## src/logic/spi_pkg.sv

```systemverilog
package spi_pkg;

localparam int addr_w = 2;
localparam int data_w_default = 8;
localparam int prescale_w_default = 7;

// register map, address 3 reads zero.
localparam logic [addr_w-1:0] spi_ctrl_addr = 2'd0;
localparam logic [addr_w-1:0] spi_stat_addr = 2'd1;
localparam logic [addr_w-1:0] spi_data_addr = 2'd2;

// control register bits.
localparam int ctrl_en = 7;
localparam int ctrl_ie = 6;
localparam int ctrl_cpol = 5;
localparam int ctrl_cpha = 4;
localparam int ctrl_div = 0;   // lsb of the divider field.
localparam int ctrl_div_w = 3;

// bits that read back from the control register.
localparam logic [data_w_default-1:0] ctrl_mask = data_w_default'(
	(1 << ctrl_en) | (1 << ctrl_ie) | (1 << ctrl_cpol) | (1 << ctrl_cpha) |
	(((1 << ctrl_div_w) - 1) << ctrl_div));

// status register bits.
localparam int stat_busy = 0;
localparam int stat_done = 1;   // sticky.

// field order follows the bit positions above.
typedef struct packed {
	logic en;
	logic ie;
	logic cpol;
	logic cpha;
	logic rsvd;
	logic [ctrl_div_w-1:0] div;
} ctrl_fields_t;

// one bus word, seen as control fields or as a raw shift word.
typedef union packed {
	ctrl_fields_t ctrl;
	logic [data_w_default-1:0] raw;
} bus_word_u;

endpackage

```

## src/logic/spi_clock_gen.sv

```systemverilog
`timescale 1ns/1ps

module spi_clock_gen #(
	parameter int prescale_w = spi_pkg::prescale_w_default
) (
	input logic clk,
	input logic n_reset,
	input logic run,
	input logic [spi_pkg::ctrl_div_w-1:0] div_sel,
	output logic tick
);

logic [prescale_w-1:0] count;
logic [prescale_w-1:0] mask;

// the low div_sel bits count out one half period.
assign mask = ~({prescale_w{1'b1}} << div_sel);

always_ff @(posedge clk, negedge n_reset) begin
	if (!n_reset) begin
		count <= '0;
	end else if (!run) begin
		count <= '0;   // each transfer starts phase-aligned.
	end else begin
		count <= count + 1'b1;
	end
end

// one tick at the end of every half period.
assign tick = run & (&(count | ~mask));

endmodule

```

## config.mk

```make
export PLATFORM = sky130hd
export DESIGN_NAME = spi_clock_gen
export DESIGN_NICKNAME = d
export VERILOG_FILES = /design/src/logic/spi_pkg.sv /design/src/logic/spi_clock_gen.sv
export SDC_FILE = /design/constraint.sdc
export NUM_CORES = 1
export LEC_CHECK = 0
export BUFFER_PORTS_ARGS = -buffer_cell sky130_fd_sc_hd__buf_4
export CAP_MARGIN = 25
export CORE_AREA = 4 4 41 43
export DETAILED_ROUTE_END_ITERATION = 6
export DIE_AREA = 0 0 45 47
export PLACE_DENSITY_LB_ADDON = 0.05
export SKIP_LAST_GASP = 1
export SLEW_MARGIN = 25
export SYNTH_ARGS = -nofsm -noshare
export SYNTH_HDL_FRONTEND = slang
export SYNTH_SLANG_ARGS = --single-unit
```

## constraint.sdc

```tcl
create_clock -name clk -period 3.55 [get_ports clk]
set_input_delay 0.355 -clock clk [delete_from_list [all_inputs] [get_ports clk]]
set_output_delay 0.355 -clock clk [all_outputs]
set_load 0.01 [all_outputs]
```

Word level (Yosys, flattened, before mapping)
Cells that the tools add are included.
{"block": "op_classes", "n_addsub": 1, "shifts": 1, "muxes": 1, "bitwise_logic": 4, "n_reduce_logical": 1}
{"cell": "inverter 7 bit", "n": 2}
{"cell": "adder 7 x 1 -> 7 bit (second input constant)", "n": 1}
{"cell": "two-way mux 7 bit", "n": 1}
{"cell": "OR 7 bit", "n": 1}
{"cell": "AND reduction 7 bit", "n": 1}
{"cell": "<< shifter 7 x 3 -> 7 bit (first input constant)", "n": 1}
{"cell": "bitwise AND 1 bit", "n": 1}
{"block": "totals", "reg_bits": 7, "input_bits": 6}

Logic depth before layout (Yosys ltp)
{"block": "logic_depth", "depth_word": 6, "depth_mapped": 4, "mapped_depth_nobuf": 4}

Least setup slack after synthesis
Ideal clock, no wire load.
{"block": "synth_path", "kind": "register to output", "startpoint": "reg count[2]", "endpoint": "out tick", "t_arrival_ns": 1.046, "required_time_ns": 3.195, "path_slack_ns": 2.149, "path_stages_with_launch": 4, "n_path_buf": 0, "cell_sequence": "dfrtp_1 o21ai_0 a21o_1 a211oi_1"}
{"block": "synth_via", "elab_chain_cells": 3}
{"item": "start, declared", "line_no": "spi_clock_gen.sv:13", "source": "logic [prescale_w-1:0] count;"}
{"item": "start signal, assigned", "line_no": "spi_clock_gen.sv:25", "source": "count <= count + 1'b1;"}
{"item": "OR 7 bit", "line_no": "spi_clock_gen.sv:30", "source": "assign tick = run & (&(count | ~mask));"}
{"item": "AND reduction 7 bit", "line_no": "spi_clock_gen.sv:30"}
{"item": "bitwise AND 1 bit", "line_no": "spi_clock_gen.sv:30"}
{"item": "end, declared", "line_no": "spi_clock_gen.sv:10", "source": "output logic tick"}
No other way between the ends.

Worst setup path after layout
Ends and elaborated chain as after synthesis.

==> metrics <==
Unique masters post-synth 17; latest clock arrival within the worst-skew pair 0.25 ns; CP Data Required Time 3.19 ns; Worst-path clk slew 0.05 ns; multiplexer share of the synthesized area 0; FILL cells 146; Hold WS 0.377 ns; Num Clock Sinks 7; Ys Warns 0; largest net degree at the start of global routing 9; H-tree Lvls 1; switching share of power 0.225; Largest register FFs 7; 1st-iter DRT viols 0; dpl hpwl 561 µm; PwrDens 379 nW/µm²; Hold EP count[4]$_DFF_PN0_; CTS tree yes; die footprint 2120 µm²; final hold violations 0; total power 174 µW; status finished, final reports clean; Post-Route WL 712 µm; final net count 55; Most flops, register count; CP Class reg2out; FFs w/ async S/R, synth 1.00; Net Sw Power 39.1 µW; reg2reg setup slack 2.21 ns; Flop pwr share 0.496; crit path DAT 1.37 ns; Reg2Reg Depth 4; CTS hold repair buffers 1; root buffer cell clkbuf_4; Buf/Inv on CP 1; drt wl/cell 11.5 µm; sequential cell area 175 µm²; hold path start run; clock share of power 0.409; Design Area, Final 458 µm²; final setup vio count 0; maximum vdd drop 0.170 mV; worst slew pin tran 0.206 ns; total grt overflow 0; vias in the first global route 291; antenna-violating nets left 0; Max-cap violations 0; Avg Cell Area, Syn 9.94 µm²; clock buffer depth 2; share of cells above drive strength 1 0.213; Yosys reg bits 7; count leader, synth dfrtp_1; total global-route track usage 0.0828; largest family of logic cells by synthesized area simple AND/OR/NAND/NOR gates; Final Util 0.352; RSZ-0062 raised after global routing no; placement-stage cell area 422 µm²; Resized cells post-CTS 0; initial antenna violation count 0; post-synthesis compound-gate area fraction 0.171; Comb pwr share 0.095; XOR/XNOR share of the synthesized area 0.0734; post-synth top area share 0.490; post-synthesis simple-gate area fraction 0.220; synthesized instance count 36; sequential share of the synthesized area 0.490; internal power 135 µW; P&R area growth vs syn 28.0%; worst clock skew 0.00123 ns; Max Slew Vio Count 0; # diodes 0; Main synth FF type dfrtp_1; CP top delay family compound AO/OA/AOI/OAI gates; critical-path maximum fanout 6; Residual DRC 0; Tmin final 1.73 ns; worst hold path depth 2; Core ar. 1300 µm²; DR vias/cell 4.82; r2r endpoint count[6]$_DFF_PN0_; vias post-DR 299; slowest cell on the critical path dfrtp_1; top cells by area, synth dfrtp_1 (49%), and2_1 (7.0%), o21ai_0 (7.0%), xnor2_1 (4.9%), nand2_1 (4.2%); first-pass GRT wire length 1210 µm; num ports 7; Post-Synth Adder-Cell Area 0.0350; number of CTS-inserted buffers 3; worst min path class in2reg; critical path launch point type flip-flop; Cell Area, Synth 358 µm²; worst slew margin relative to its limit 0.863; largest registers count (7); gpl congestion 0.765; CP Capture Type output port; Synth Net Count 43; EDFF count, synth 0; area occupied by multi-input gates 179 µm²; fmax 579 MHz; crit share post-route 0.487; Max stage delay on crit path 0.44 ns; # Post-CTS Setup Buffers 0; crit-path cells o21ai_0, a21o_1, a211oi_1, buf_4; Starting Density 0.275; Setup TNS Final 0 ns; post-synth top area cell dfrtp_1; num rows 13; list of most frequent post-synthesis cells dfrtp_1 (7), o21ai_0 (5), and2_1 (4), nand2_1 (4); Port Buffer Count 6; Die Height 47 µm; R2R Path Start count[0]$_DFF_PN0_; Leak 0.000206 µW; router iterations before antenna repair 1; die width 45 µm
worst max path at each step:
stage                                  start   end  slack [ns]  cells past startpoint
after global placement            div_sel[2]  tick        2.02                      6
after CTS                 count[2]$_DFF_PN0_  tick        1.79                      4
after global routing      count[2]$_DFF_PN0_  tick        1.73                      4
final                     count[2]$_DFF_PN0_  tick        1.82                      4
after detailed placement          div_sel[2]  tick        2.01                      6
after floorplan           count[2]$_DFF_PN0_  tick        2.15                      3
stage by stage:
step           setup WS, ns  instances
2_1_floorplan          2.15         36
3_3_place_gp           2.02         57
3_5_place_dp           2.01         57
4_1_cts                1.79         62
5_1_grt                1.73         62
6_report               1.82         62
routing by layer:
metal,vias up,part of all wire,track usage
met5,-,0,0
met4,0,0.011,0.0702
met3,2,0.073,0.0307
met2,6,0.48,0.124
met1,141,0.43,0.0930
li1,150,-,-
cell usage in the layout (no fill, tap or decap):
| master | netlist | routed |
|---|---|---|
| a211oi_1 | 1 | 1 |
| a21boi_0 | 1 | 1 |
| a21boi_1 | 1 | 1 |
| a21o_1 | 1 | 1 |
| a31oi_1 | 1 | 1 |
| and2_1 | 4 | 4 |
| buf_4 | 0 | 6 |
| clkbuf_1 | 0 | 1 |
| clkbuf_4 | 0 | 3 |
| dfrtp_1 | 7 | 7 |
| dlygate4sd3_1 | 0 | 1 |
| ha_1 | 1 | 1 |
| inv_1 | 1 | 1 |
| nand2_1 | 4 | 4 |
| nand3_1 | 2 | 2 |
| nand3_2 | 1 | 1 |
| nor2b_1 | 1 | 1 |
| o21ai_0 | 5 | 5 |
| or3_1 | 2 | 2 |
| xnor2_1 | 2 | 2 |
| xor2_1 | 1 | 1 |
power groups by stage:
| stage | logic [µW] | registers (µW) | clock network [µW] |
|---|---|---|---|
| final | 16.5 | 86.1 | 70.9 |
| after global routing | 18.5 | 86.6 | 82.5 |
| after CTS | 17.0 | 86.2 | 75.0 |
| after detailed placement | 16.0 | 87.6 | 0 |
| after global placement | 15.3 | 87.4 | 0 |
| after floorplan | 7.16 | 86.6 | 0 |
worst register-to-register path, cell delays in order, from the launching register on:
cell and delay, ns:
dfrtp_1 0.41, ha_1 0.24, nand3_2 0.11, or3_1 0.36, a21boi_1 0.15
logic make-up after synthesis:
kind of cell | Yosys count
buf+inv | 1
compound gates | 10
simple gates | 14
flops | 7
fa+ha+maj | 1
xor+xnor | 3
area by class of cell:
cell class | count | area share
sequential | 7 | 0.383
inverter | 1 | 0.00820
multi-input combinational | 28 | 0.391
clock buffer | 4 | 0.0574
timing repair buffer | 7 | 0.120
tap | 15 | 0.0410
Note: power is estimated with default switching activity, not from simulation.
