===== config.mk =====
export PLATFORM = sky130hd
export DESIGN_NAME = spi_shifter_flat
export DESIGN_NICKNAME = d
export VERILOG_FILES = /design/src/logic/spi_pkg.sv /design/src/logic/spi_ctrl_if.sv /design/src/logic/spi_shifter.sv /design/src/flat_wrapper.sv
export SDC_FILE = /design/constraint.sdc
export NUM_CORES = 1
export LEC_CHECK = 0
export ABC_AREA = 1
export ABC_CLOCK_PERIOD_IN_PS = 1500
export BUFFER_PORTS_ARGS = -buffer_cell sky130_fd_sc_hd__buf_4
export CAP_MARGIN = 20
export CORE_MARGIN = 8
export CORE_UTILIZATION = 48
export CTS_BUF_LIST = sky130_fd_sc_hd__clkbuf_8 sky130_fd_sc_hd__clkbuf_16
export CTS_CLUSTER_DIAMETER = 100
export CTS_CLUSTER_SIZE = 30
export DETAILED_ROUTE_END_ITERATION = 12
export HOLD_SLACK_MARGIN = 0.15
export PLACE_DENSITY = 0.8
export SLEW_MARGIN = 20
export SYNTH_ARGS = -nofsm -noshare
export SYNTH_HDL_FRONTEND = slang
export SYNTH_SLANG_ARGS = --single-unit

===== constraint.sdc =====
create_clock -name clk -period 1.5 [get_ports clk]
set_input_delay 0.15 -clock clk [delete_from_list [all_inputs] [get_ports clk]]
set_output_delay 0.15 -clock clk [all_outputs]
set_load 0.05 [all_outputs]

===== src/logic/spi_pkg.sv =====
package spi_pkg;

localparam int addr_w = 2;
localparam int data_w_default = 8;
localparam int prescale_w_default = 7;

// register map, address 3 reads zero.
localparam logic [addr_w-1:0] spi_ctrl_addr = 2'd0;
localparam logic [addr_w-1:0] spi_stat_addr = 2'd1;
localparam logic [addr_w-1:0] spi_data_addr = 2'd2;

// control register bits.
localparam int ctrl_en = 7;
localparam int ctrl_ie = 6;
localparam int ctrl_cpol = 5;
localparam int ctrl_cpha = 4;
localparam int ctrl_div = 0;   // lsb of the divider field.
localparam int ctrl_div_w = 3;

// bits that read back from the control register.
localparam logic [data_w_default-1:0] ctrl_mask = data_w_default'(
	(1 << ctrl_en) | (1 << ctrl_ie) | (1 << ctrl_cpol) | (1 << ctrl_cpha) |
	(((1 << ctrl_div_w) - 1) << ctrl_div));

// status register bits.
localparam int stat_busy = 0;
localparam int stat_done = 1;   // sticky.

// field order follows the bit positions above.
typedef struct packed {
	logic en;
	logic ie;
	logic cpol;
	logic cpha;
	logic rsvd;
	logic [ctrl_div_w-1:0] div;
} ctrl_fields_t;

// one bus word, seen as control fields or as a raw shift word.
typedef union packed {
	ctrl_fields_t ctrl;
	logic [data_w_default-1:0] raw;
} bus_word_u;

endpackage


===== src/logic/spi_ctrl_if.sv =====
`timescale 1ns/1ps

interface spi_ctrl_if #(
	parameter int data_w = spi_pkg::data_w_default
);
import spi_pkg::*;

// configuration levels.
logic enable;
logic cpol;
logic cpha;
logic [ctrl_div_w-1:0] div_sel;

// transfer control.
logic start;                 // one clk pulse.
logic [data_w-1:0] tx_data;  // valid with start.
logic busy;
logic done;                  // one clk pulse per transfer.
logic [data_w-1:0] rx_data;  // valid at done.

modport regs (
	output enable, cpol, cpha, div_sel, start, tx_data,
	input busy, done, rx_data
);

modport engine (
	input enable, cpol, cpha, div_sel, start, tx_data,
	output busy, done, rx_data
);

endinterface


===== src/logic/spi_shifter.sv =====
`timescale 1ns/1ps

module spi_shifter #(
	parameter int data_w = spi_pkg::data_w_default
) (
	input logic clk,
	input logic n_reset,
	input logic tick,
	input logic miso,
	output logic run,
	output logic sck,
	output logic mosi,
	output logic cs_n,
	spi_ctrl_if.engine ctl
);

localparam int cnt_w = $clog2(2 * data_w);
localparam logic [cnt_w-1:0] last_half = cnt_w'(2 * data_w - 1);

logic busy_q;
logic done_q;
logic phase_q;
logic [cnt_w-1:0] half_cnt;
logic [data_w-1:0] shift_q;
logic in_bit;
logic sample_edge;
logic last_tick;

// phase 0 at a tick means a leading edge.
assign sample_edge = ~(phase_q ^ ctl.cpha);
assign last_tick = (half_cnt == last_half);

always_ff @(posedge clk, negedge n_reset) begin
	if (!n_reset) begin
		busy_q <= 1'b0;
		done_q <= 1'b0;
		phase_q <= 1'b0;
		half_cnt <= '0;
		shift_q <= '0;
	end else begin
		done_q <= 1'b0;
		if (!busy_q) begin
			if (ctl.start && ctl.enable) begin
				busy_q <= 1'b1;
				phase_q <= 1'b0;
				half_cnt <= '0;
				shift_q <= ctl.tx_data;   // msb is on mosi before the first edge.
			end
		end else if (tick) begin
			phase_q <= ~phase_q;
			half_cnt <= half_cnt + 1'b1;
			if (last_tick) begin
				busy_q <= 1'b0;
				done_q <= 1'b1;
			end
			if (sample_edge && last_tick) begin
				// cpha 1 ends on a sampling edge, take miso directly.
				shift_q <= {shift_q[data_w-2:0], miso};
			end else if (!sample_edge && half_cnt != '0) begin
				shift_q <= {shift_q[data_w-2:0], in_bit};
			end
		end
	end
end

// sampled bit waits here for the next shift edge.
always_ff @(posedge clk) begin
	if (busy_q && tick && sample_edge)
		in_bit <= miso;
end

assign run = busy_q;
assign sck = phase_q ^ ctl.cpol;   // idles at cpol.
assign cs_n = ~busy_q;
assign mosi = shift_q[data_w-1];

assign ctl.busy = busy_q;
assign ctl.done = done_q;
assign ctl.rx_data = shift_q;

endmodule


===== src/flat_wrapper.sv =====
// flat-port wrapper written by rule: the top's interface ports become plain ports
module spi_shifter_flat 
#(
	parameter int data_w = spi_pkg::data_w_default
)
  (clk, n_reset, tick, miso, run, sck, mosi, cs_n, ctl_enable, ctl_cpol, ctl_cpha, ctl_div_sel, ctl_start, ctl_tx_data, ctl_busy, ctl_done, ctl_rx_data);
  spi_ctrl_if #(.data_w(data_w)) ctl_i ();
  input logic clk;
  input logic n_reset;
  input logic tick;
  input logic miso;
  output logic run;
  output logic sck;
  output logic mosi;
  output logic cs_n;
  input wire logic [$bits(ctl_i.enable)-1:0] ctl_enable;
  input wire logic [$bits(ctl_i.cpol)-1:0] ctl_cpol;
  input wire logic [$bits(ctl_i.cpha)-1:0] ctl_cpha;
  input wire logic [$bits(ctl_i.div_sel)-1:0] ctl_div_sel;
  input wire logic [$bits(ctl_i.start)-1:0] ctl_start;
  input wire logic [$bits(ctl_i.tx_data)-1:0] ctl_tx_data;
  output wire logic [$bits(ctl_i.busy)-1:0] ctl_busy;
  output wire logic [$bits(ctl_i.done)-1:0] ctl_done;
  output wire logic [$bits(ctl_i.rx_data)-1:0] ctl_rx_data;
  assign ctl_i.enable = ctl_enable;
  assign ctl_i.cpol = ctl_cpol;
  assign ctl_i.cpha = ctl_cpha;
  assign ctl_i.div_sel = ctl_div_sel;
  assign ctl_i.start = ctl_start;
  assign ctl_i.tx_data = ctl_tx_data;
  assign ctl_busy = ctl_i.busy;
  assign ctl_done = ctl_i.done;
  assign ctl_rx_data = ctl_i.rx_data;
  spi_shifter #(.data_w(data_w)) u_core (.clk(clk), .n_reset(n_reset), .tick(tick), .miso(miso), .run(run), .sck(sck), .mosi(mosi), .cs_n(cs_n), .ctl(ctl_i));
endmodule

* After elaboration in Yosys (flattened, before gate mapping) *
Index checks and enable logic that the tools add are counted.

word-level totals
  input port bits = 19
  latch bits = 0
  register bits after elaboration = 16
  output and inout bits = 14
  memory bits (read-only) = 0
  memories = 0
  bits in writable memories = 0

operators by class
  shift operators = 0
  $mul = 0
  multiplexer cells = 18
  add/sub/neg operators = 1
  reductions and logical operators = 9
  bitwise operators = 5
  divide/modulo/power cells = 0
  order comparisons = 0
  equal/unequal tests = 3

operators by type and width
  kind                                          count
  2-to-1 mux 8 bit                              5
  2-to-1 mux 4 bit                              3
  2-to-1 mux 1 bit                              10
  logical AND 1 bit                             5
  adder 4 x 1 -> 4 bit (second input constant)  1
  == test 4 bit (second input constant)         1
  nonzero test 4 bit                            1
  != test 3 bit (second input constant)         1
  inverter 1 bit                                3
  AND reduction 3 bit                           1
  != test 2 bit (second input constant)         1
  AND reduction 2 bit                           1
  nonzero test 2 bit                            1
  bitwise XOR 1 bit                             2

* Logic depth before layout (Yosys ltp) *
Gate-level depths: netlist of the first run.

  depth after elaboration = 6
  gate-level depth with buffers = 9

* Least setup slack after synthesis of the first run *
Ideal clock, no wire load.

  path kind = register -> register
  start point = reg u_core.busy_q (netlist: u_core.ctl.busy)
  end point = reg u_core.shift_q[5] (netlist: u_core.ctl.rx_data[5])
  arrival time = 1466 ps
  setup slack = -88 ps
  path buffers = 1
  data required time = 1378 ps
  cell stages (with the launch flop) = 8
  period minus slack after synthesis = 1588 ps
  setup time = 122 ps
  cells stage by stage = dfrtp_1 -> inv_2 -> nand3_4 -> nand2_4 -> nand2_4 -> buf_12 -> nand2_2 -> o21ai_2

between the ends
  word-level cells in the longest chain between the ends = 2
  elaborated cells on any way between the ends = 5
  those cells by class = 2 x eq/ne; 1 x mux; 2 x reduce/logical

ends and longest elaborated chain
  what                                                    RTL line           text
  start: declaration                                      spi_shifter.sv:20  logic busy_q;
  start signal: assignment                                spi_shifter.sv:35  busy_q <= 1'b0;
  start signal: assignment                                spi_shifter.sv:44  busy_q <= 1'b1;
  start signal: assignment                                spi_shifter.sv:53  busy_q <= 1'b0;
  != test 3 bit (no source line) (tied with other cells)  n/a
  AND reduction 3 bit (no source line)                    n/a
  end signal: assignment                                  spi_shifter.sv:47  shift_q <= ctl.tx_data;
  end signal: assignment                                  spi_shifter.sv:58  shift_q <= {shift_q[data_w-2:0], miso};
  end signal: assignment                                  spi_shifter.sv:60  shift_q <= {shift_q[data_w-2:0], in_bit};
  end: declaration                                        spi_shifter.sv:24  logic [data_w-1:0] shift_q;

Several ways; a longest one is shown, not always the timed one.
A chain may end at the register's enable or synchronous reset.

* Worst setup path after layout of the first run *
  start point = reg u_core.half_cnt[0]
  end point = reg u_core.shift_q[0] (netlist: u_core.ctl.rx_data[0])

between the ends
  word-level cells in the longest chain between the ends = 5
  elaborated cells on any way between the ends = 9
  those cells by class = 2 x eq/ne; 3 x mux; 4 x reduce/logical

ends and longest elaborated chain
  what                      RTL line           text
  start: declaration        spi_shifter.sv:23  logic [cnt_w-1:0] half_cnt;
  start signal: assignment  spi_shifter.sv:51  half_cnt <= half_cnt + 1'b1;
  == test 4 bit             spi_shifter.sv:31  assign last_tick = (half_cnt == last_half);
  logical AND 1 bit         spi_shifter.sv:56  if (sample_edge && last_tick) begin
  2-to-1 mux 8 bit          spi_shifter.sv:56
  2-to-1 mux 8 bit          spi_shifter.sv:49  end else if (tick) begin
  2-to-1 mux 8 bit          spi_shifter.sv:42  if (!busy_q) begin

Several ways; a longest one is shown, not always the timed one. The select of a mux whose other input is x is not followed.

==> results of run 1 <==
-- critical path: stages, from the launching register on --
cell     delay (ns)
dfrtp_2        0.43
ha_1           0.23
nand2_2        0.10
nor2_4         0.04
nand2_2        0.09
nand3_4        0.13
nand2_8        0.13
inv_1          0.04
nand2_1        0.05
nand2_1        0.04
-- cell type report --
class,count,area [um2]
clock buffer,3,41.29
inverter,11,43.79
clock inverter,1,3.754
multi-input combinational,67,456.7
sequential,16,407.9
timing repair buffer,33,252.7
tap,27,33.78
fill,168,641.9
-- worst paths after layout --
check	slack, ns	cells after the start	endpoint
max in group asynchronous	1.02	2	u_core.ctl.busy
worst min register to register	0.50	1	u_core.half_cnt[0]
worst max register to register	0.10	9	u_core.ctl.rx_data[0]
min in group asynchronous	0.28	2	u_core.half_cnt[0]
worst max-delay path	0.10	9	u_core.ctl.rx_data[0]
worst min-delay path	0.19	3	u_core.ctl.rx_data[6]
-- synthesized netlist by cell type (3+ instances only) --
cell and count:
mux2i_1 7, o21ai_1 3, nand2_2 7, dfrtp_1 15, o21ai_2 7, nand2_1 20, inv_1 9, nand3_1 4
nor2_1 4
-- logic make-up (layout without fill, tap and decap cells) --
family / count (synthesis) / after routing / synth area share [%]
buffers and inverters: 15 / 48 / 8.879
and+or+nand+nor: 43 / 44 / 25.41
DFF: 16 / 16 / 44.26
AOI/OAI and AO/OA: 13 / 13 / 10.11
xor gates and xnor gates: 1 / 1 / 0.9565
muxes: 7 / 7 / 7.651
adders and majority gates: 2 / 2 / 2.732
-- flip-flops by register name, indices dropped and copies added, names as in the netlist --
register and flops:
u_core.in_bit 1, u_core.phase_q 1, u_core.ctl.busy 1, u_core.ctl.rx_data 8, u_core.half_cnt 4, u_core.ctl.done 1
-- timing repair --
action | 4_1_cts | 5_1_grt
gates resized for setup | 0 | 3
setup buffers | 0 | 1
hold buffers | 2 | 0
endpoints found under the setup margin | 0 | 7
hold endpoints to repair | 16 | 0
-- metal layers --
metal,vias to the layer above,global-route usage (%)
li1,384,-
met1,386,13.58
met2,23,22.00
met3,4,2.796
met4,0,10.20
met5,-,0
-- power by group through the flow --
stage / registers [uW] / logic, uW / clock network, uW
floorplan: 1050 / 737 / 0
global placement: 754 / 1300 / 0
detailed placement: 765 / 1340 / 0
CTS: 762 / 1350 / 342
global route: 788 / 1530 / 361
finish: 761 / 1420 / 337
-- metrics by stage --
step	utilization (%)	worst slack (ns)	total power (uW)
floorplan	-	0.1226	1785
global placement	60.51	0.07458	2053
detailed placement	60.51	0.04567	2103
CTS	63.96	0.01916	2449
global route	65.89	-0.005339	2675
finish	65.89	0.1048	2517
==> summary.txt, run 1 <==
Floorplan
  • Chip height: 59.68 um
  • Boundary pin count: 33
  • Die width: 59.68 um
  • Core Area: 1882 um2
  • # rows: 16
  • Die area: around 3600 um2
  • Initial Util: 48.67%

Logic synthesis
  • Syn nets: about 120
  • Largest cells by area after synthesis: dfrtp_1 41%, nand2_1 8.2%, mux2i_1 7.7%
  • Mapped Cells: 97
  • Dominant synthesized flop cell: dfrtp_1
  • Count of state elements after synthesis: 16
  • Synth unique cells: 24
  • Post-Syn Area per Cell: 9.442 um2
  • Mapped Area: around 900 um2
  • YS warnings: 0
  • Sequential area share after synthesis: between 40% and 50%
  • EDFF count, synth: 1
  • Area leader, netlist: dfrtp_1
  • Asr flop ratio synth: 93.75%
  • Post-synth top area share: 40.98%

Power
  • Leakage: approximately 0.00067 uW
  • PwrDens: 2030 nW/um2
  • Clk network pwr share: 13.4%
  • Sw Pwr: roughly 1300 uW
  • Sequential share of power: 30.2%
  • Pint: 1259 uW
  • Logic pwr share: 56.4%
  • Sw Ratio: 49.97%
  • Peak supply drop: ~0.0011 V

Cells and area
  • # diodes: 0
  • Final Cell Area: 1240 um2
  • Non-filler cells, final: 158
  • Fin nets: 153
  • Area growth syn-to-layout: 35.38%
  • Share of layout cells above drive strength 1: 44.27%
  • Commonest non-fill, non-tap cell in the layout: buf_4
  • Most frequent cells in the layout: 31 x buf_4, 20 x nand2_1, 13 x dfrtp_1, 10 x inv_1

Clock network
  • Clk buf depth: 2
  • Later-pin clock latency in the skew report: between 0.2 and 0.3 ns
  • CTS Buf Count: 3
  • H-Tree Level Count: 1
  • Clk root buf: clkbuf_8
  • Worst-path clk slew: 0.06 ns
  • CTS tree: yes
  • Clk sinks: 16

GRT
  • Gr ovfl total: 0
  • Total GRT Usage: 13.00%
  • Vias in the first global route: 831
  • Initial antenna violation count: 0
  • Largest net degree at the start of global routing: 17
  • First-pass GRT wire length: 3477 um

Route
  • Avg Vias per Cell: 5.044
  • Drt drc: 0
  • Routed Antenna Nets: 0
  • DR vias: 797
  • M1 WL: 914 um
  • Final Routed Wirelength: 2217 um
  • First-pass iteration count of the detailed router: 4
  • Drt initial violations: 10
  • WL/cell: 14.03 um
  • Top routing layer used: met4
  • DR WL met3: 118 um
  • Met2 WL post-DR: 1104 um

Placement
  • Dpl cells: 150
  • Final Wtd Congestion: 0.7786
  • Number of port buffers: 29
  • DP HPWL: 1566 um
  • Placed cell area: 1139 um2

STA
  • Worst Skew: roughly 0.0018 ns
  • Final hold slack: 0.1864 ns
  • Endpoints failing hold: 0
  • Pins Over Slew Limit: 0
  • Setup_tns: 0 ns
  • Final period util: 93.01%
  • Min Clock Period, post-route: 1.395 ns
  • Setup-failing EPs final: 0
  • Fmax: about 720 MHz
  • Slew @ Worst Pin: 0.2626 ns
  • Relative slew margins: 82.36%

Status
  • Status: complete, no violations

Setup path
  • Worst-path fanout max: 8
  • WS Path Type: reg2reg
  • CP Launch Type: flip-flop
  • R2r startpoint: u_core.half_cnt[0]
  • Data required time at the worst endpoint: between 1.5 and 2 ns
  • CP arrival: roughly 1.5 ns
  • Crit. End Element: flip-flop
  • Critical path origin: u_core.half_cnt[0]

Min path
  • Hold crit path type: in2reg
  • Hold Startpoint: ctl_tx_data[6]

Run
  • Max-Cap Viols: 0
(Power assumes the default switching activity.)
==> inputs of run 2 (changes only) <==
--- a/config.mk
+++ b/config.mk
@@ -11,7 +11,7 @@
 export CAP_MARGIN = 20
 export CORE_MARGIN = 8
 export CORE_UTILIZATION = 48
-export CTS_BUF_LIST = sky130_fd_sc_hd__clkbuf_8 sky130_fd_sc_hd__clkbuf_16
+export CTS_BUF_LIST = sky130_fd_sc_hd__clkbuf_16
 export CTS_CLUSTER_DIAMETER = 100
 export CTS_CLUSTER_SIZE = 30
 export DETAILED_ROUTE_END_ITERATION = 12
==> run 2 against run 1 <==
- sequential power about the same
- non-clock buffer count up 4
- critical path depth fell by 1
- final cell count increased by 1.9%
- critical endpoint is now u_core.ctl.rx_data[2]
==> summary.txt, run 2 (synthesis gave the netlist of run 1 again) <==
Status
  • Status: complete, no violations

Route
  • Final Routed Wirelength: 2312 um
  • First-pass iteration count of the detailed router: 4
  • Drt initial violations: 22
  • Routed Antenna Nets: 0
  • WL/cell: approximately 14 um
  • DR vias: 825
  • Avg Vias per Cell: around 5.1
  • Drt drc: 0

Min path
  • Hold Startpoint: ctl_tx_data[1]
  • Hold crit path type: in2reg

Power
  • Total design power: about 2800 uW
  • PwrDens: 2122 nW/um2
  • Leakage: 0.0007045 uW
  • Logic pwr share: 54.0%
  • Clk network pwr share: 18.6%
  • Pint: around 1500 uW
  • Sequential share of power: between 20% and 30%
  • Peak supply drop: 0.001283 V
  • Sw Pwr: 1286 uW
  • Sw Ratio: around 46%

Clock network
  • Clk buf depth: 2
  • H-Tree Level Count: 1
  • Clk sinks: 16
  • Clk root buf: clkbuf_16
  • Worst-path clk slew: 0.05 ns
  • Later-pin clock latency in the skew report: 0.25 ns
  • CTS tree: yes
  • CTS Buf Count: 3

Setup path
  • Critical path origin: u_core.half_cnt[0]
  • Critical path depth: 8
  • Crit path to: u_core.ctl.rx_data[2]
  • R2r setup slk: 0.04 ns
  • Cell Chain, Critical Path: ha_1, nand2_2, nor2_4, nand2_2, nand3_4, nand2_8, buf_8, o21ai_2
  • Worst path most repeated cell: nand2_2
  • Top Family by Delay on Critical Path: simple AND/OR/NAND/NOR gates
  • R2r startpoint: u_core.half_cnt[0]
  • Worst-path fanout max: 8
  • Critical R2R Capture: u_core.ctl.rx_data[2]
  • WS Path Type: reg2reg
  • Worst R2R Path Depth: 8
  • Slowest CP cell: dfrtp_2
  • WP buf/inv: 1
  • CP Launch Type: flip-flop
  • Data required time at the worst endpoint: 1.63 ns
  • Crit. End Element: flip-flop
  • CP peak stage delay: ~0.43 ns
  • CP arrival: 1.59 ns

STA
  • Final period util: 97.20%
  • Worst Skew: 0.004923 ns
  • Setup-failing EPs final: 0
  • Final hold slack: 0.1977 ns
  • Min Clock Period, post-route: 1.458 ns
  • Endpoints failing hold: 0
  • Pins Over Slew Limit: 0
  • Final setup margin: 0.04193 ns
  • Relative slew margins: 85.46%
  • Slew @ Worst Pin: 0.2120 ns
  • Fmax: 685.8 MHz

Cells and area
  • Post-layout util: 69.75%
  • Most frequent cells in the layout: 33 x buf_4, 20 x nand2_1, 13 x dfrtp_1, 10 x inv_1
  • Fill cells: 153
  • # diodes: 0
  • Max reg flops: 8
  • Commonest non-fill, non-tap cell in the layout: buf_4
  • FF+latch area: a little over 400 um2
  • Non-filler cells, final: 161
  • Area growth syn-to-layout: 43.31%
  • Fin nets: between 150 and 200
  • Share of layout cells above drive strength 1: between 40% and 50%
  • Multi-input logic area: between 400 and 500 um2

Floorplan
  • Die area: around 3600 um2
  • Core Area: 1882 um2
  • Boundary pin count: 33
  • # rows: 16
  • Die width: 59.68 um
  • Chip height: 59.68 um
  • Initial Util: 48.67%

GRT
  • Initial antenna violation count: 0
  • Total GRT Usage: around 13%
  • First-pass GRT wire length: 3477 um
  • Gr ovfl total: 0
  • Vias in the first global route: 834
  • Largest net degree at the start of global routing: 17

Placement
  • Final Wtd Congestion: slightly below 0.8
  • DP HPWL: 1566 um
  • Place WS: roughly 0.046 ns
  • Number of port buffers: 29
  • Dpl cells: 150

Run
  • Max-Cap Viols: 0
==> run 2: worst reg2reg max path, cell delays in order (launching register included) <==
cell and delay (ns):
dfrtp_2 0.43, ha_1 0.23, nand2_2 0.11, nor2_4 0.05
nand2_2 0.09, nand3_4 0.10, nand2_8 0.12, buf_8 0.14
o21ai_2 0.06
==> run 2: how the worst min path moves through the flow <==
stage	to	slack, ns	cells past startpoint
final	u_core.ctl.rx_data[1]	0.20	3
after global routing	u_core.ctl.rx_data[6]	0.21	3
after CTS	u_core.ctl.busy	0.19	3
after detailed placement	u_core.half_cnt[2]	0.02	1
after global placement	u_core.half_cnt[2]	0.01	1
after floorplan	u_core.ctl.busy	-0.15	0
==> run 2: through the flow <==
step / area [um2] / setup TNS [ns]
after floorplan: 919.6 / 0
after CTS: 1246 / 0
final: 1313 / 0
after detailed placement: 1139 / 0
after global placement: 1139 / 0
after global routing: 1313 / -0.04911
==> run 2: final cells by class <==
| type | count | area share, % |
|---|---|---|
| clock inverter | 1 | 0.2860 |
| clock buffer | 3 | 5.720 |
| inverter | 11 | 3.337 |
| tap | 27 | 2.574 |
| multi-input combinational | 66 | 33.94 |
| sequential | 16 | 31.08 |
| timing repair buffer | 37 | 23.07 |
==> run 2: timing repair <==
item                       in CTS  in global routing
pin swaps                       0                  2
hold buffers                    2                  0
hold endpoints to repair       16                  0
setup endpoints to repair       1                  4
buffers inserted                0                  5
gates resized for setup         1                  4
==> run 2: power groups by stage <==
stage	registers [uW]	logic, uW	clock network [uW]
5_1_grt	789	1610	544
4_1_cts	763	1370	530
2_1_floorplan	1050	737	0
6_report	764	1500	519
3_5_place_dp	765	1340	0
3_3_place_gp	754	1300	0
==> run 2: metal layers <==
metal	track usage [%]	share of wire (%)	routed length [um]
met3	2.796	6.0	138
met2	22.62	54	1237
met4	8.163	2.2	50
met1	13.16	38	886
met5	0	0	0
