===== config.mk =====
export PLATFORM = sky130hd
export DESIGN_NAME = spi_regs_flat
export DESIGN_NICKNAME = d
export VERILOG_FILES = /design/src/logic/spi_pkg.sv /design/src/logic/spi_ctrl_if.sv /design/src/logic/spi_regs.sv /design/src/flat_wrapper.sv
export SDC_FILE = /design/constraint.sdc
export NUM_CORES = 1
export LEC_CHECK = 0
export ABC_AREA = 1
export BUFFER_PORTS_ARGS = -buffer_cell sky130_fd_sc_hd__buf_4
export CAP_MARGIN = 20
export CORE_UTILIZATION = 49
export CTS_BUF_LIST = sky130_fd_sc_hd__clkbuf_4
export DETAILED_ROUTE_END_ITERATION = 12
export HOLD_SLACK_MARGIN = 0.08
export PLACE_DENSITY = 0.91
export SYNTH_ARGS = -nofsm -noshare
export SYNTH_HDL_FRONTEND = slang
export SYNTH_SLANG_ARGS = --single-unit

===== constraint.sdc =====
create_clock -name clk -period 1.3 [get_ports clk]
set_input_delay 0.26 -clock clk [delete_from_list [all_inputs] [get_ports clk]]
set_output_delay 0.26 -clock clk [all_outputs]
set_load 0.01 [all_outputs]

===== src/logic/spi_pkg.sv =====
package spi_pkg;

localparam int addr_w = 2;
localparam int data_w_default = 8;
localparam int prescale_w_default = 7;

// register map, address 3 reads zero.
localparam logic [addr_w-1:0] spi_ctrl_addr = 2'd0;
localparam logic [addr_w-1:0] spi_stat_addr = 2'd1;
localparam logic [addr_w-1:0] spi_data_addr = 2'd2;

// control register bits.
localparam int ctrl_en = 7;
localparam int ctrl_ie = 6;
localparam int ctrl_cpol = 5;
localparam int ctrl_cpha = 4;
localparam int ctrl_div = 0;   // lsb of the divider field.
localparam int ctrl_div_w = 3;

// bits that read back from the control register.
localparam logic [data_w_default-1:0] ctrl_mask = data_w_default'(
	(1 << ctrl_en) | (1 << ctrl_ie) | (1 << ctrl_cpol) | (1 << ctrl_cpha) |
	(((1 << ctrl_div_w) - 1) << ctrl_div));

// status register bits.
localparam int stat_busy = 0;
localparam int stat_done = 1;   // sticky.

// field order follows the bit positions above.
typedef struct packed {
	logic en;
	logic ie;
	logic cpol;
	logic cpha;
	logic rsvd;
	logic [ctrl_div_w-1:0] div;
} ctrl_fields_t;

// one bus word, seen as control fields or as a raw shift word.
typedef union packed {
	ctrl_fields_t ctrl;
	logic [data_w_default-1:0] raw;
} bus_word_u;

endpackage


===== src/logic/spi_ctrl_if.sv =====
`timescale 1ns/1ps

interface spi_ctrl_if #(
	parameter int data_w = spi_pkg::data_w_default
);
import spi_pkg::*;

// configuration levels.
logic enable;
logic cpol;
logic cpha;
logic [ctrl_div_w-1:0] div_sel;

// transfer control.
logic start;                 // one clk pulse.
logic [data_w-1:0] tx_data;  // valid with start.
logic busy;
logic done;                  // one clk pulse per transfer.
logic [data_w-1:0] rx_data;  // valid at done.

modport regs (
	output enable, cpol, cpha, div_sel, start, tx_data,
	input busy, done, rx_data
);

modport engine (
	input enable, cpol, cpha, div_sel, start, tx_data,
	output busy, done, rx_data
);

endinterface


===== src/logic/spi_regs.sv =====
`timescale 1ns/1ps

module spi_regs #(
	parameter int data_w = spi_pkg::data_w_default
) (
	input logic clk,
	input logic n_reset,
	input logic bus_we,
	input logic bus_oe,
	input logic periph_sel,
	input logic [spi_pkg::addr_w-1:0] periph_addr,
	input logic [data_w-1:0] write_data,
	output logic [data_w-1:0] read_data,
	output logic interrupt,
	spi_ctrl_if.regs ctl
);
import spi_pkg::*;

logic we;
logic oe;
bus_word_u wr_word;
ctrl_fields_t ctrl_q;
logic start_q;
logic done_q;
logic [data_w-1:0] tx_q;
logic [data_w-1:0] rx_q;
logic idle;
logic done_now;
logic [data_w-1:0] stat_word;
logic [data_w-1:0] rx_word;

assign we = periph_sel & bus_we;
assign oe = periph_sel & bus_oe;
assign wr_word = bus_word_u'(write_data);

// a start already issued counts as busy.
assign idle = ~ctl.busy & ~start_q;

// done and rx are visible in the cycle of the done pulse.
assign done_now = done_q | ctl.done;
assign rx_word = ctl.done ? ctl.rx_data : rx_q;

always_ff @(posedge clk, negedge n_reset) begin
	if (!n_reset) begin
		ctrl_q <= '0;
		start_q <= 1'b0;
		done_q <= 1'b0;
		tx_q <= '0;
		rx_q <= '0;
	end else begin
		start_q <= 1'b0;
		if (we && periph_addr == spi_ctrl_addr)
			ctrl_q <= wr_word.ctrl;
		if (we && periph_addr == spi_data_addr && idle) begin
			tx_q <= data_w'(wr_word.raw);
			start_q <= ctrl_q.en;   // disabled, the write only loads tx.
		end
		if (ctl.done)
			done_q <= 1'b1;
		else if (start_q || (we && periph_addr == spi_stat_addr))
			done_q <= 1'b0;
		if (ctl.done)
			rx_q <= ctl.rx_data;
	end
end

always_comb begin
	stat_word = '0;
	stat_word[stat_busy] = ctl.busy;
	stat_word[stat_done] = done_now;
end

always_comb begin
	read_data = '0;
	if (oe) begin
		case (periph_addr)
		spi_ctrl_addr: read_data = data_w'(ctrl_q & ctrl_mask);
		spi_stat_addr: read_data = stat_word;
		spi_data_addr: read_data = rx_word;
		default: read_data = '0;
		endcase
	end
end

assign ctl.enable = ctrl_q.en;
assign ctl.cpol = ctrl_q.cpol;
assign ctl.cpha = ctrl_q.cpha;
assign ctl.div_sel = ctrl_q.div;
assign ctl.start = start_q;
assign ctl.tx_data = tx_q;

assign interrupt = done_now & ctrl_q.ie;   // level, held until cleared.

endmodule


===== src/flat_wrapper.sv =====
// flat-port wrapper written by rule: the top's interface ports become plain ports
module spi_regs_flat import spi_pkg::*;
#(
	parameter int data_w = spi_pkg::data_w_default
)
  (clk, n_reset, bus_we, bus_oe, periph_sel, periph_addr, write_data, read_data, interrupt, ctl_enable, ctl_cpol, ctl_cpha, ctl_div_sel, ctl_start, ctl_tx_data, ctl_busy, ctl_done, ctl_rx_data);
  spi_ctrl_if #(.data_w(data_w)) ctl_i ();
  input logic clk;
  input logic n_reset;
  input logic bus_we;
  input logic bus_oe;
  input logic periph_sel;
  input logic [spi_pkg::addr_w-1:0] periph_addr;
  input logic [data_w-1:0] write_data;
  output logic [data_w-1:0] read_data;
  output logic interrupt;
  output wire logic [$bits(ctl_i.enable)-1:0] ctl_enable;
  output wire logic [$bits(ctl_i.cpol)-1:0] ctl_cpol;
  output wire logic [$bits(ctl_i.cpha)-1:0] ctl_cpha;
  output wire logic [$bits(ctl_i.div_sel)-1:0] ctl_div_sel;
  output wire logic [$bits(ctl_i.start)-1:0] ctl_start;
  output wire logic [$bits(ctl_i.tx_data)-1:0] ctl_tx_data;
  input wire logic [$bits(ctl_i.busy)-1:0] ctl_busy;
  input wire logic [$bits(ctl_i.done)-1:0] ctl_done;
  input wire logic [$bits(ctl_i.rx_data)-1:0] ctl_rx_data;
  assign ctl_enable = ctl_i.enable;
  assign ctl_cpol = ctl_i.cpol;
  assign ctl_cpha = ctl_i.cpha;
  assign ctl_div_sel = ctl_i.div_sel;
  assign ctl_start = ctl_i.start;
  assign ctl_tx_data = ctl_i.tx_data;
  assign ctl_i.busy = ctl_busy;
  assign ctl_i.done = ctl_done;
  assign ctl_i.rx_data = ctl_rx_data;
  spi_regs #(.data_w(data_w)) u_core (.clk(clk), .n_reset(n_reset), .bus_we(bus_we), .bus_oe(bus_oe), .periph_sel(periph_sel), .periph_addr(periph_addr), .write_data(write_data), .read_data(read_data), .interrupt(interrupt), .ctl(ctl_i));
endmodule

[Yosys cells after proc, flatten, opt, wreduce, memory -nomap -nowiden]
Index checks and enable logic that the tools add are counted.
Word-level totals
  ROM bits: 0
  flip-flop bits (word level): 25
  memory bits (writable): 0
  memories kept: 0
  input bits: 25
  bits in latches: 0
  output and inout port bits: 24
Cells by class
  divide/modulo/power cells: 0
  reductions and logical operators: 7
  eq/ne operators: 2
  mux-type cells: 6
  $lt $le $gt $ge: 0
  shift-type cells: 0
  multipliers: 0
  bitwise operators: 7
  add/sub/neg operators: 0
Operators by type and width (number)
  8-bit case mux with 3 select lines: 1
  8-bit 2-to-1 mux: 2
  1-bit bitwise AND: 4
  1-bit logical AND: 4
  1-bit 2-to-1 mux: 3
  2-bit by 1-bit equality test with 1-bit output, second input constant: 1
  2-bit equality test, second input constant: 1
  2-bit logical NOT: 1
  1-bit inverter: 2
  2-bit nonzero test: 1
  1-bit logical OR: 1
  1-bit bitwise OR: 1

[Logic depth before layout (Yosys ltp)]
Gate-level depths: netlist of the first run.
  depth in word-level cells: 5
  depth in mapped cells: 7

[Least setup slack after synthesis of the first run]
Ideal clock, no wire load.
  path type: input-to-output
  from: input ctl_done
  to: output read_data[3]
  arrival time: 0.891 ns
  cell stages on the path: 3
  data required time: 1.040 ns
  slack: 0.149 ns
  cells stage by stage: clkinv_1 -> or2_2 -> o211a_1
Between the ends
  word-level cells in the longest chain between the ends: 3
RTL lines
  start, declared: line flat_wrapper.sv:24  | input wire logic [$bits(ctl_i.done)-1:0] ctl_done;
  8-bit 2-to-1 mux: line spi_regs.sv:41  | assign rx_word = ctl.done ? ctl.rx_data : rx_q;
  8-bit case mux with 3 select lines: line spi_regs.sv:76  | case (periph_addr)
  8-bit 2-to-1 mux: line spi_regs.sv:75  | if (oe) begin
  end, declared: line flat_wrapper.sv:15  | output logic [data_w-1:0] read_data;
Every way passes these cells.

[Worst setup path in the final report of the first run]
  from: register u_core.done_q
  to: output read_data[1]
Between the ends
  word-level cells in the longest chain between the ends: 3
RTL lines
  start, declared: line spi_regs.sv:24  | logic done_q;
  start signal, assigned: line spi_regs.sv:47  | done_q <= 1'b0;
  start signal, assigned: line spi_regs.sv:59  | done_q <= 1'b1;
  start signal, assigned: line spi_regs.sv:61  | done_q <= 1'b0;
  1-bit bitwise OR: line spi_regs.sv:40  | assign done_now = done_q | ctl.done;
  8-bit case mux with 3 select lines: line spi_regs.sv:76
  8-bit 2-to-1 mux: line spi_regs.sv:75
Every way passes these cells.

==> metrics.md, run 1 <==
| Metric | Value |
|---|---|
| Status | finished, violations left |
| Violated checks | negative setup slack |
| GRT met3 Usage | 3.51% |
| Antenna violations before repair | 0 |
| Final core occ | 78.4% |
| Synthesized-area fraction occupied by and/or/nand/nor cells | roughly a quarter |
| Vias in the first global route | 1,116 |
| Switch Pwr | roughly 0.58 mW |
| CP Cell Sequence | inv_2 > nand2_2 > nand2_1 > nand2_1 > nor2_1 > nor2_1 > buf_4 |
| Multiplexer share of the synthesized area | 0% |
| Vias | between 1k and 1.5k |
| Setup ws final | -185 ps |
| Area delta synth->final | 47.1% |
| IO Port Bufs | 48 |
| DRT iter0 DRCs | 8 |
| WL final | 2960 um |
| Setup WS pre-CTS | -7.62 ps |
| Crit path buf inv count | 2 |
| Hold Crit Depth | 3 |
| Gate power share | 30.6% |
| Type of the worst min-delay path | input pin to register |
| RSZ-0062 raised after global routing | yes |
| Most used routing layer | met2 |
| Register-to-Register Path Depth | 8 |
| Drt drc | 0 |
| Final setup viols | 10 |
| Final net count | 233 |
| Synthesized flop and latch total | 25 |
| Number of top-level pins | 49 |
| Post-Synth Adder-Cell Area | 0% |
| Fin crit share | 114% |
| Met1 Use GR | 30.6% |
| Dominant cells by area after synthesis | dfrtp_1 52%, nand2_1 18%, o21ai_2 5.8%, inv_1 4.7%, o21ai_0 2.5% |
| CTS Buf Count | 3 |
| WL/cell | 12.6 um |
| Routed Antenna Nets | 0 |
| TritonRoute pass-1 iters | 4 |
| Global-route wire length before repair | 4740 um |
| Lkg Pwr | 0.983 nW |
| Layout fillers | 151 |
| Crit-path max FO | 2 |
| Synth warn | 0 |
| RD Place Congestion | 0.871 |
| CTS tree | yes |
| Maxcap violations | 0 |
| Die width | 51.5 um |
| Crit path capture type | output pin |
| Crit path time final | around 1500 ps |
| GR Util met2 | 43.1% |
| Num rows | 17 |
| Worst Setup Start Kind | register |
| Grt ovf | 0 |
| Clock skew | 3.58 ps |
| Compound-cell area share of the yosys netlist | between 10% and 20% |
| Hold path startpoint | ctl_rx_data[0] |
| Slew margin rel. | 79.2% |
| H-tree depth | 1 |
| Diode count | 0 |
| Top cell type's share of synthesized area | 52.1% |
| Worst Tran Pin Value | 312 ps |
| Clock Sinks | 25 |
| Dominant cell type by area after synthesis | dfrtp_1 |
| Crit path kind | register to output pin |
| Largest family of logic cells by synthesized area | simple AND/OR/NAND/NOR gates |
| PwrDens | 1080 nW/um2 |
| Minimum hold slack | 147 ps |
| Worst Path Arrival | 1230 ps |
| Yosys cell types | 20 |
| Via density | slightly below 5 |
| Die ar. | 2650 um2 |
| Sequential cell area fraction in the yosys report | about 52% |
| Crit-path slowest cell | dfrtp_1 |
| Fraction of layout cells with a size suffix above 1 | between 40% and 50% |
| Reg2Reg Setup Slack | 90 ps |
| Worst path top cell family by delay | flip-flops |
| Power Internal | 1.32 mW |
| Final Hold Violating Endpoints | 0 |
| Mapped Nets | about 170 |
| Peak supply drop | 0.000796 V |
| Launch point of the worst reg-to-reg path | u_core.done_q |
| Post-Synth XOR/XNOR Area | 0% |
| Largest net degree at the start of global routing | 26 |
| CTS root buffer | clkbuf_4 |
| Worst Hold Path EP | u_core.rx_q[0] |
| Clock network latency to the later pin of the worst-skew pair | 320 ps |
| Worst path max stage delay | 420 ps |
| Sw frac | around 31% |
| Mapped cell area | approximately 1200 um2 |
| Die Y | ~50 um |
| Mapped Cells | 144 |
| Worst-path clk slew | 130 ps |
| GRT Util Overall | 24.2% |
| Initial Util | 53.3% |
| Core ar. | 2250 um2 |
| Clock Path Buffers | 2 |
| Share of power burned in the clock network | 18.5% |
| Final Max Tran Viols | 0 |
| Synthesized area per cell | roughly 8.3 um2 |
| Sequential Power Share | 50.9% |
| Crit Reg-Reg Endpoint | u_core.done_q |
| Required time worst endpoint | between 1000 and 1500 ps |
| Fmax | around 0.67 GHz |
| HPWL Detailed | 2100 um |
worst max-delay path by stage:
stage | startpoint | to | cells past startpoint
global route | u_core.done_q | read_data[1] | 7
finish | u_core.done_q | read_data[1] | 7
detailed placement | periph_addr[0] | read_data[3] | 7
floorplan | ctl_done | read_data[3] | 3
global placement | periph_addr[0] | read_data[3] | 7
CTS | u_core.done_q | read_data[1] | 7
per-layer routing:
metal	part of all wire (%)	wire length [um]	up-vias
met4	1.1	32	0
met3	5.1	151	4
li1	-	-	572
met5	0	0	-
met2	52	1530	40
met1	42	1240	537
synth_stat cells:
| cell type | number |
|---|---|
| nor2_1 | 7 |
| a21oi_1 | 3 |
| nand2_1 | 58 |
| buf_2 | 1 |
| o21ai_2 | 8 |
| dfrtp_1 | 25 |
| or2_2 | 1 |
| buf_4 | 3 |
| o21ai_1 | 1 |
| inv_2 | 1 |
| o21ai_0 | 6 |
| o211a_1 | 1 |
| buf_6 | 2 |
| o21a_1 | 2 |
| clkinv_1 | 1 |
| nand3_4 | 1 |
| nand3_1 | 5 |
| nand2_2 | 2 |
| inv_1 | 15 |
| nor2_4 | 1 |
placed cells by master, fill, tap and decap left out, drive strengths merged:
| cell type | Yosys | routed |
|---|---|---|
| inv | 16 | 16 |
| clkbuf | 0 | 3 |
| nor2 | 8 | 8 |
| o211a | 1 | 1 |
| nand2 | 60 | 60 |
| buf | 6 | 64 |
| a21oi | 3 | 3 |
| clkinv | 1 | 1 |
| dlygate4sd3 | 0 | 1 |
| o21a | 2 | 2 |
| dfrtp | 25 | 25 |
| clkinvlp | 0 | 1 |
| nand3 | 6 | 6 |
| or2 | 1 | 1 |
| o21ai | 15 | 15 |
sequential cells by signal, summed over array words and instances (netlist names):
name,count
u_core.ctl.start,1
u_core.done_q,1
u_core.ctl.tx_data,8
u_core.ctl.enable,1
u_core.rx_q,8
u_core.ctl.cpol,1
u_core.ctrl_q,1
u_core.ctl.div_sel,3
u_core.ctl.cpha,1
power groups by stage:
stage / clock, mW / combinational [mW] / sequential [mW]
2_1_floorplan: 0 / 0.225 / 0.998
3_3_place_gp: 0 / 0.489 / 0.974
3_5_place_dp: 0 / 0.511 / 0.981
4_1_cts: 0.366 / 0.554 / 0.966
5_1_grt: 0.392 / 0.634 / 0.980
6_report: 0.352 / 0.583 / 0.969
through the flow:
stage	cell area (um2)	power [mW]	setup TNS [ps]	instances
floorplan	1200	1.22	0	144
global placement	1590	1.46	0	220
detailed placement	1590	1.49	-7.62	220
CTS	1730	1.89	-562	235
global route	1770	2.01	-1120	235
finish	1770	1.90	-553	235
tightest hold or removal path, cell delays in order:
cell and delay [ps]:
buf_4 70, nand2_1 40, nand2_1 60
final cells by class:
| type | instances | area [um2] | area share, % |
|---|---|---|---|
| inverter | 17 | 63.8 | 3.61 |
| multi-input combinational | 96 | 492 | 27.8 |
| clock buffer | 3 | 22.5 | 1.27 |
| timing repair buffer | 65 | 520 | 29.5 |
| clock inverter | 1 | 7.51 | 0.425 |
| sequential | 25 | 626 | 35.4 |
| tap | 28 | 35.0 | 1.98 |
logic make-up (layout without fill, tap and decap cells):
kind of cell / after synthesis / in the layout
simple gates: 75 / 75
flops: 25 / 25
buf+inv: 23 / 86
compound gates: 21 / 21
repair_timing:
action,CTS,global route
gates resized for setup,7,13
setup endpoints to repair,8,10
setup buffers,10,2
hold buffers,1,0
pin swaps,17,17
endpoints found under the hold margin,25,0
Power figures use the tool's default switching activity.
==> inputs of run 2 (changes only) <==
--- a/config.mk
+++ b/config.mk
@@ -8,6 +8,7 @@
 export ABC_AREA = 1
 export BUFFER_PORTS_ARGS = -buffer_cell sky130_fd_sc_hd__buf_4
 export CAP_MARGIN = 20
+export CORE_ASPECT_RATIO = 1.25
 export CORE_UTILIZATION = 49
 export CTS_BUF_LIST = sky130_fd_sc_hd__clkbuf_4
 export DETAILED_ROUTE_END_ITERATION = 12
==> run 2 against run 1 <==
The run still ends with negative setup slack left. Design area is 6.7% higher. Power is 5.4% higher. Critical endpoint unchanged. Critical path type unchanged. Final cell count is 6.0% higher.
==> metrics.md, run 2 (synthesis results as in run 1) <==
| Metric | Value |
|---|---|
| Status | finished, violations left |
| Violated checks | negative setup slack |
| Largest net degree at the start of global routing | 26 |
| Die Y | 57.4 um |
| Global-route wire length before repair | 6150 um |
| Crit-path max FO | 2 |
| WL/cell | between 15 and 20 um |
| GRT Util Overall | between 30% and 40% |
| IO Port Bufs | 48 |
| Dpl cells | 221 |
| Initial Util | 53.2% |
| Drt drc | 0 |
| Worst Tran Pin Value | 316 ps |
| Die width | 46.3 um |
| Fraction of layout cells with a size suffix above 1 | approximately half |
| Number of top-level pins | 49 |
| Commonest non-fill, non-tap cells in the layout | 63 x buf_4, 46 x nand2_1, 25 x dfrtp_1, 14 x nand2_2, 13 x inv_1 |
| Clock Sinks | 25 |
| Reg2Reg Setup Slack | 50 ps |
| Finished Cell Area | 1880 um2 |
| PwrDens | 1060 nW/um2 |
| Setup ws final | -263 ps |
| Clock Path Buffers | 2 |
| Routed Antenna Nets | 0 |
| H-tree depth | 1 |
| Worst Hold Path EP | u_core.ctl.tx_data[3] |
| Clock skew | 14.5 ps |
| Worst-path clk slew | 150 ps |
| CTS root buffer | clkbuf_4 |
| Power Total | 2.01 mW |
| Worst Setup Start Kind | register |
| Vias in the first global route | 1,358 |
| Crit path kind | register to output pin |
| Area delta synth->final | 56.9% |
| CTS tree | yes |
| Crit path time final | 1560 ps |
| Final Max Tran Viols | 0 |
| Launch point of the worst reg-to-reg path | u_core.rx_q[2] |
| Crit Reg-Reg Endpoint | u_core.rx_q[2] |
| Commonest non-fill, non-tap cell in the layout | buf_4 |
| Final setup TNS | -1410 ps |
| Vias | 1,340 |
| CTS Buf Count | 3 |
| Final Hold Violating Endpoints | 0 |
| WL final | 4410 um |
| Fin crit share | 120% |
| Core ar. | 2260 um2 |
| Slew margin rel. | 78.9% |
| Layout Cells excl Fill | ~250 |
| Type of the worst min-delay path | input pin to register |
| Final net count | 244 |
| Maxcap violations | 0 |
| Fmax | 0.640 GHz |
| Hold path startpoint | write_data[3] |
| Via density | 5.38 |
| Required time worst endpoint | 1040 ps |
| Minimum hold slack | 168 ps |
| Clock network latency to the later pin of the worst-skew pair | between 300 and 400 ps |
| Grt ovf | 0 |
| Diode count | 0 |
| Lkg Pwr | 1.04 nW |
| Peak supply drop | between 0.001 and 0.0015 V |
| DRT iter0 DRCs | 64 |
| Register-to-Register Path Depth | 6 |
| Worst Path Arrival | roughly 1300 ps |
| Die ar. | 2650 um2 |
| HPWL Detailed | about 2100 um |
| Final setup viols | 9 |
| RD Place Congestion | between 0.8 and 0.9 |
| Num rows | 19 |
| Post-Place Cell Area | 1580 um2 |
| TritonRoute pass-1 iters | 4 |
| Antenna violations before repair | 0 |
| Hold Crit Depth | 3 |
| RSZ-0062 raised after global routing | yes |
| Crit path capture type | output pin |
-- run 2: changes by cell type in the layout (fill, tap and decap cells not counted), sizes merged --
| cell | delta |
|---|---|
| clkinv | +1 |
| clkinvlp | -1 |
| buf | +11 |
-- run 2: worst max path at each step --
stage / slack, ps / endpoint / from
floorplan: 150 / read_data[3] / ctl_done
global placement: -40 / read_data[3] / periph_addr[0]
detailed placement: -80 / read_data[3] / periph_addr[0]
CTS: -150 / read_data[1] / u_core.done_q
global route: -330 / read_data[1] / u_core.done_q
finish: -260 / read_data[1] / u_core.done_q
-- run 2: final cells by class --
class | count | area [um2]
flip-flops and latches | 25 | 626
repair buffers | 76 | 618
multi-input cells | 96 | 509
fillers | 126 | 374
inverters | 17 | 65.1
well taps | 31 | 38.8
clock buffers | 3 | 22.5
clock inverters | 1 | 5.00
-- run 2: repair_timing --
| action | 4_1_cts | 5_1_grt |
|---|---|---|
| hold buffers | 1 | 0 |
| pin swaps | 14 | 15 |
| hold endpoints to repair | 25 | 0 |
| buffers inserted | 27 | 1 |
| gates resized for setup | 12 | 20 |
| gates cloned | 0 | 0 |
| endpoints found under the setup margin | 9 | 13 |
-- run 2: layer usage --
layer  share of wire, %  vias to the layer above  routed length, um  global-route usage [%]
li1                   -                      588                  -                       -
met1                 36                      622               1610                    38.0
met5                  0                        -                  0                       0
met2                 49                       99               2150                    52.7
met3                8.4                       31                372                    9.81
met4                6.4                        0                284                    16.8
-- run 2: metrics by stage --
stage                     utilization (%)  setup slack [ps]
after global routing                 83.4              -328
after floorplan                         -               149
after CTS                            82.4              -155
final                                83.4              -263
after detailed placement             70.0             -75.6
after global placement               70.0             -38.3
-- run 2: power breakdown --
part	internal, mW	switching, mW	total [mW]
combinational	0.357	0.322	0.679
sequential	0.892	0.0816	0.973
clock	0.115	0.238	0.353
total	1.36	0.642	2.01
-- run 2: worst max-delay path, cell delays in order (launching register included) --
cell,delay (ps)
dfrtp_1,420
inv_2,80
nand2_2,50
nand2_2,80
nand2_2,50
nor2_2,110
nor2_1,60
buf_4,140
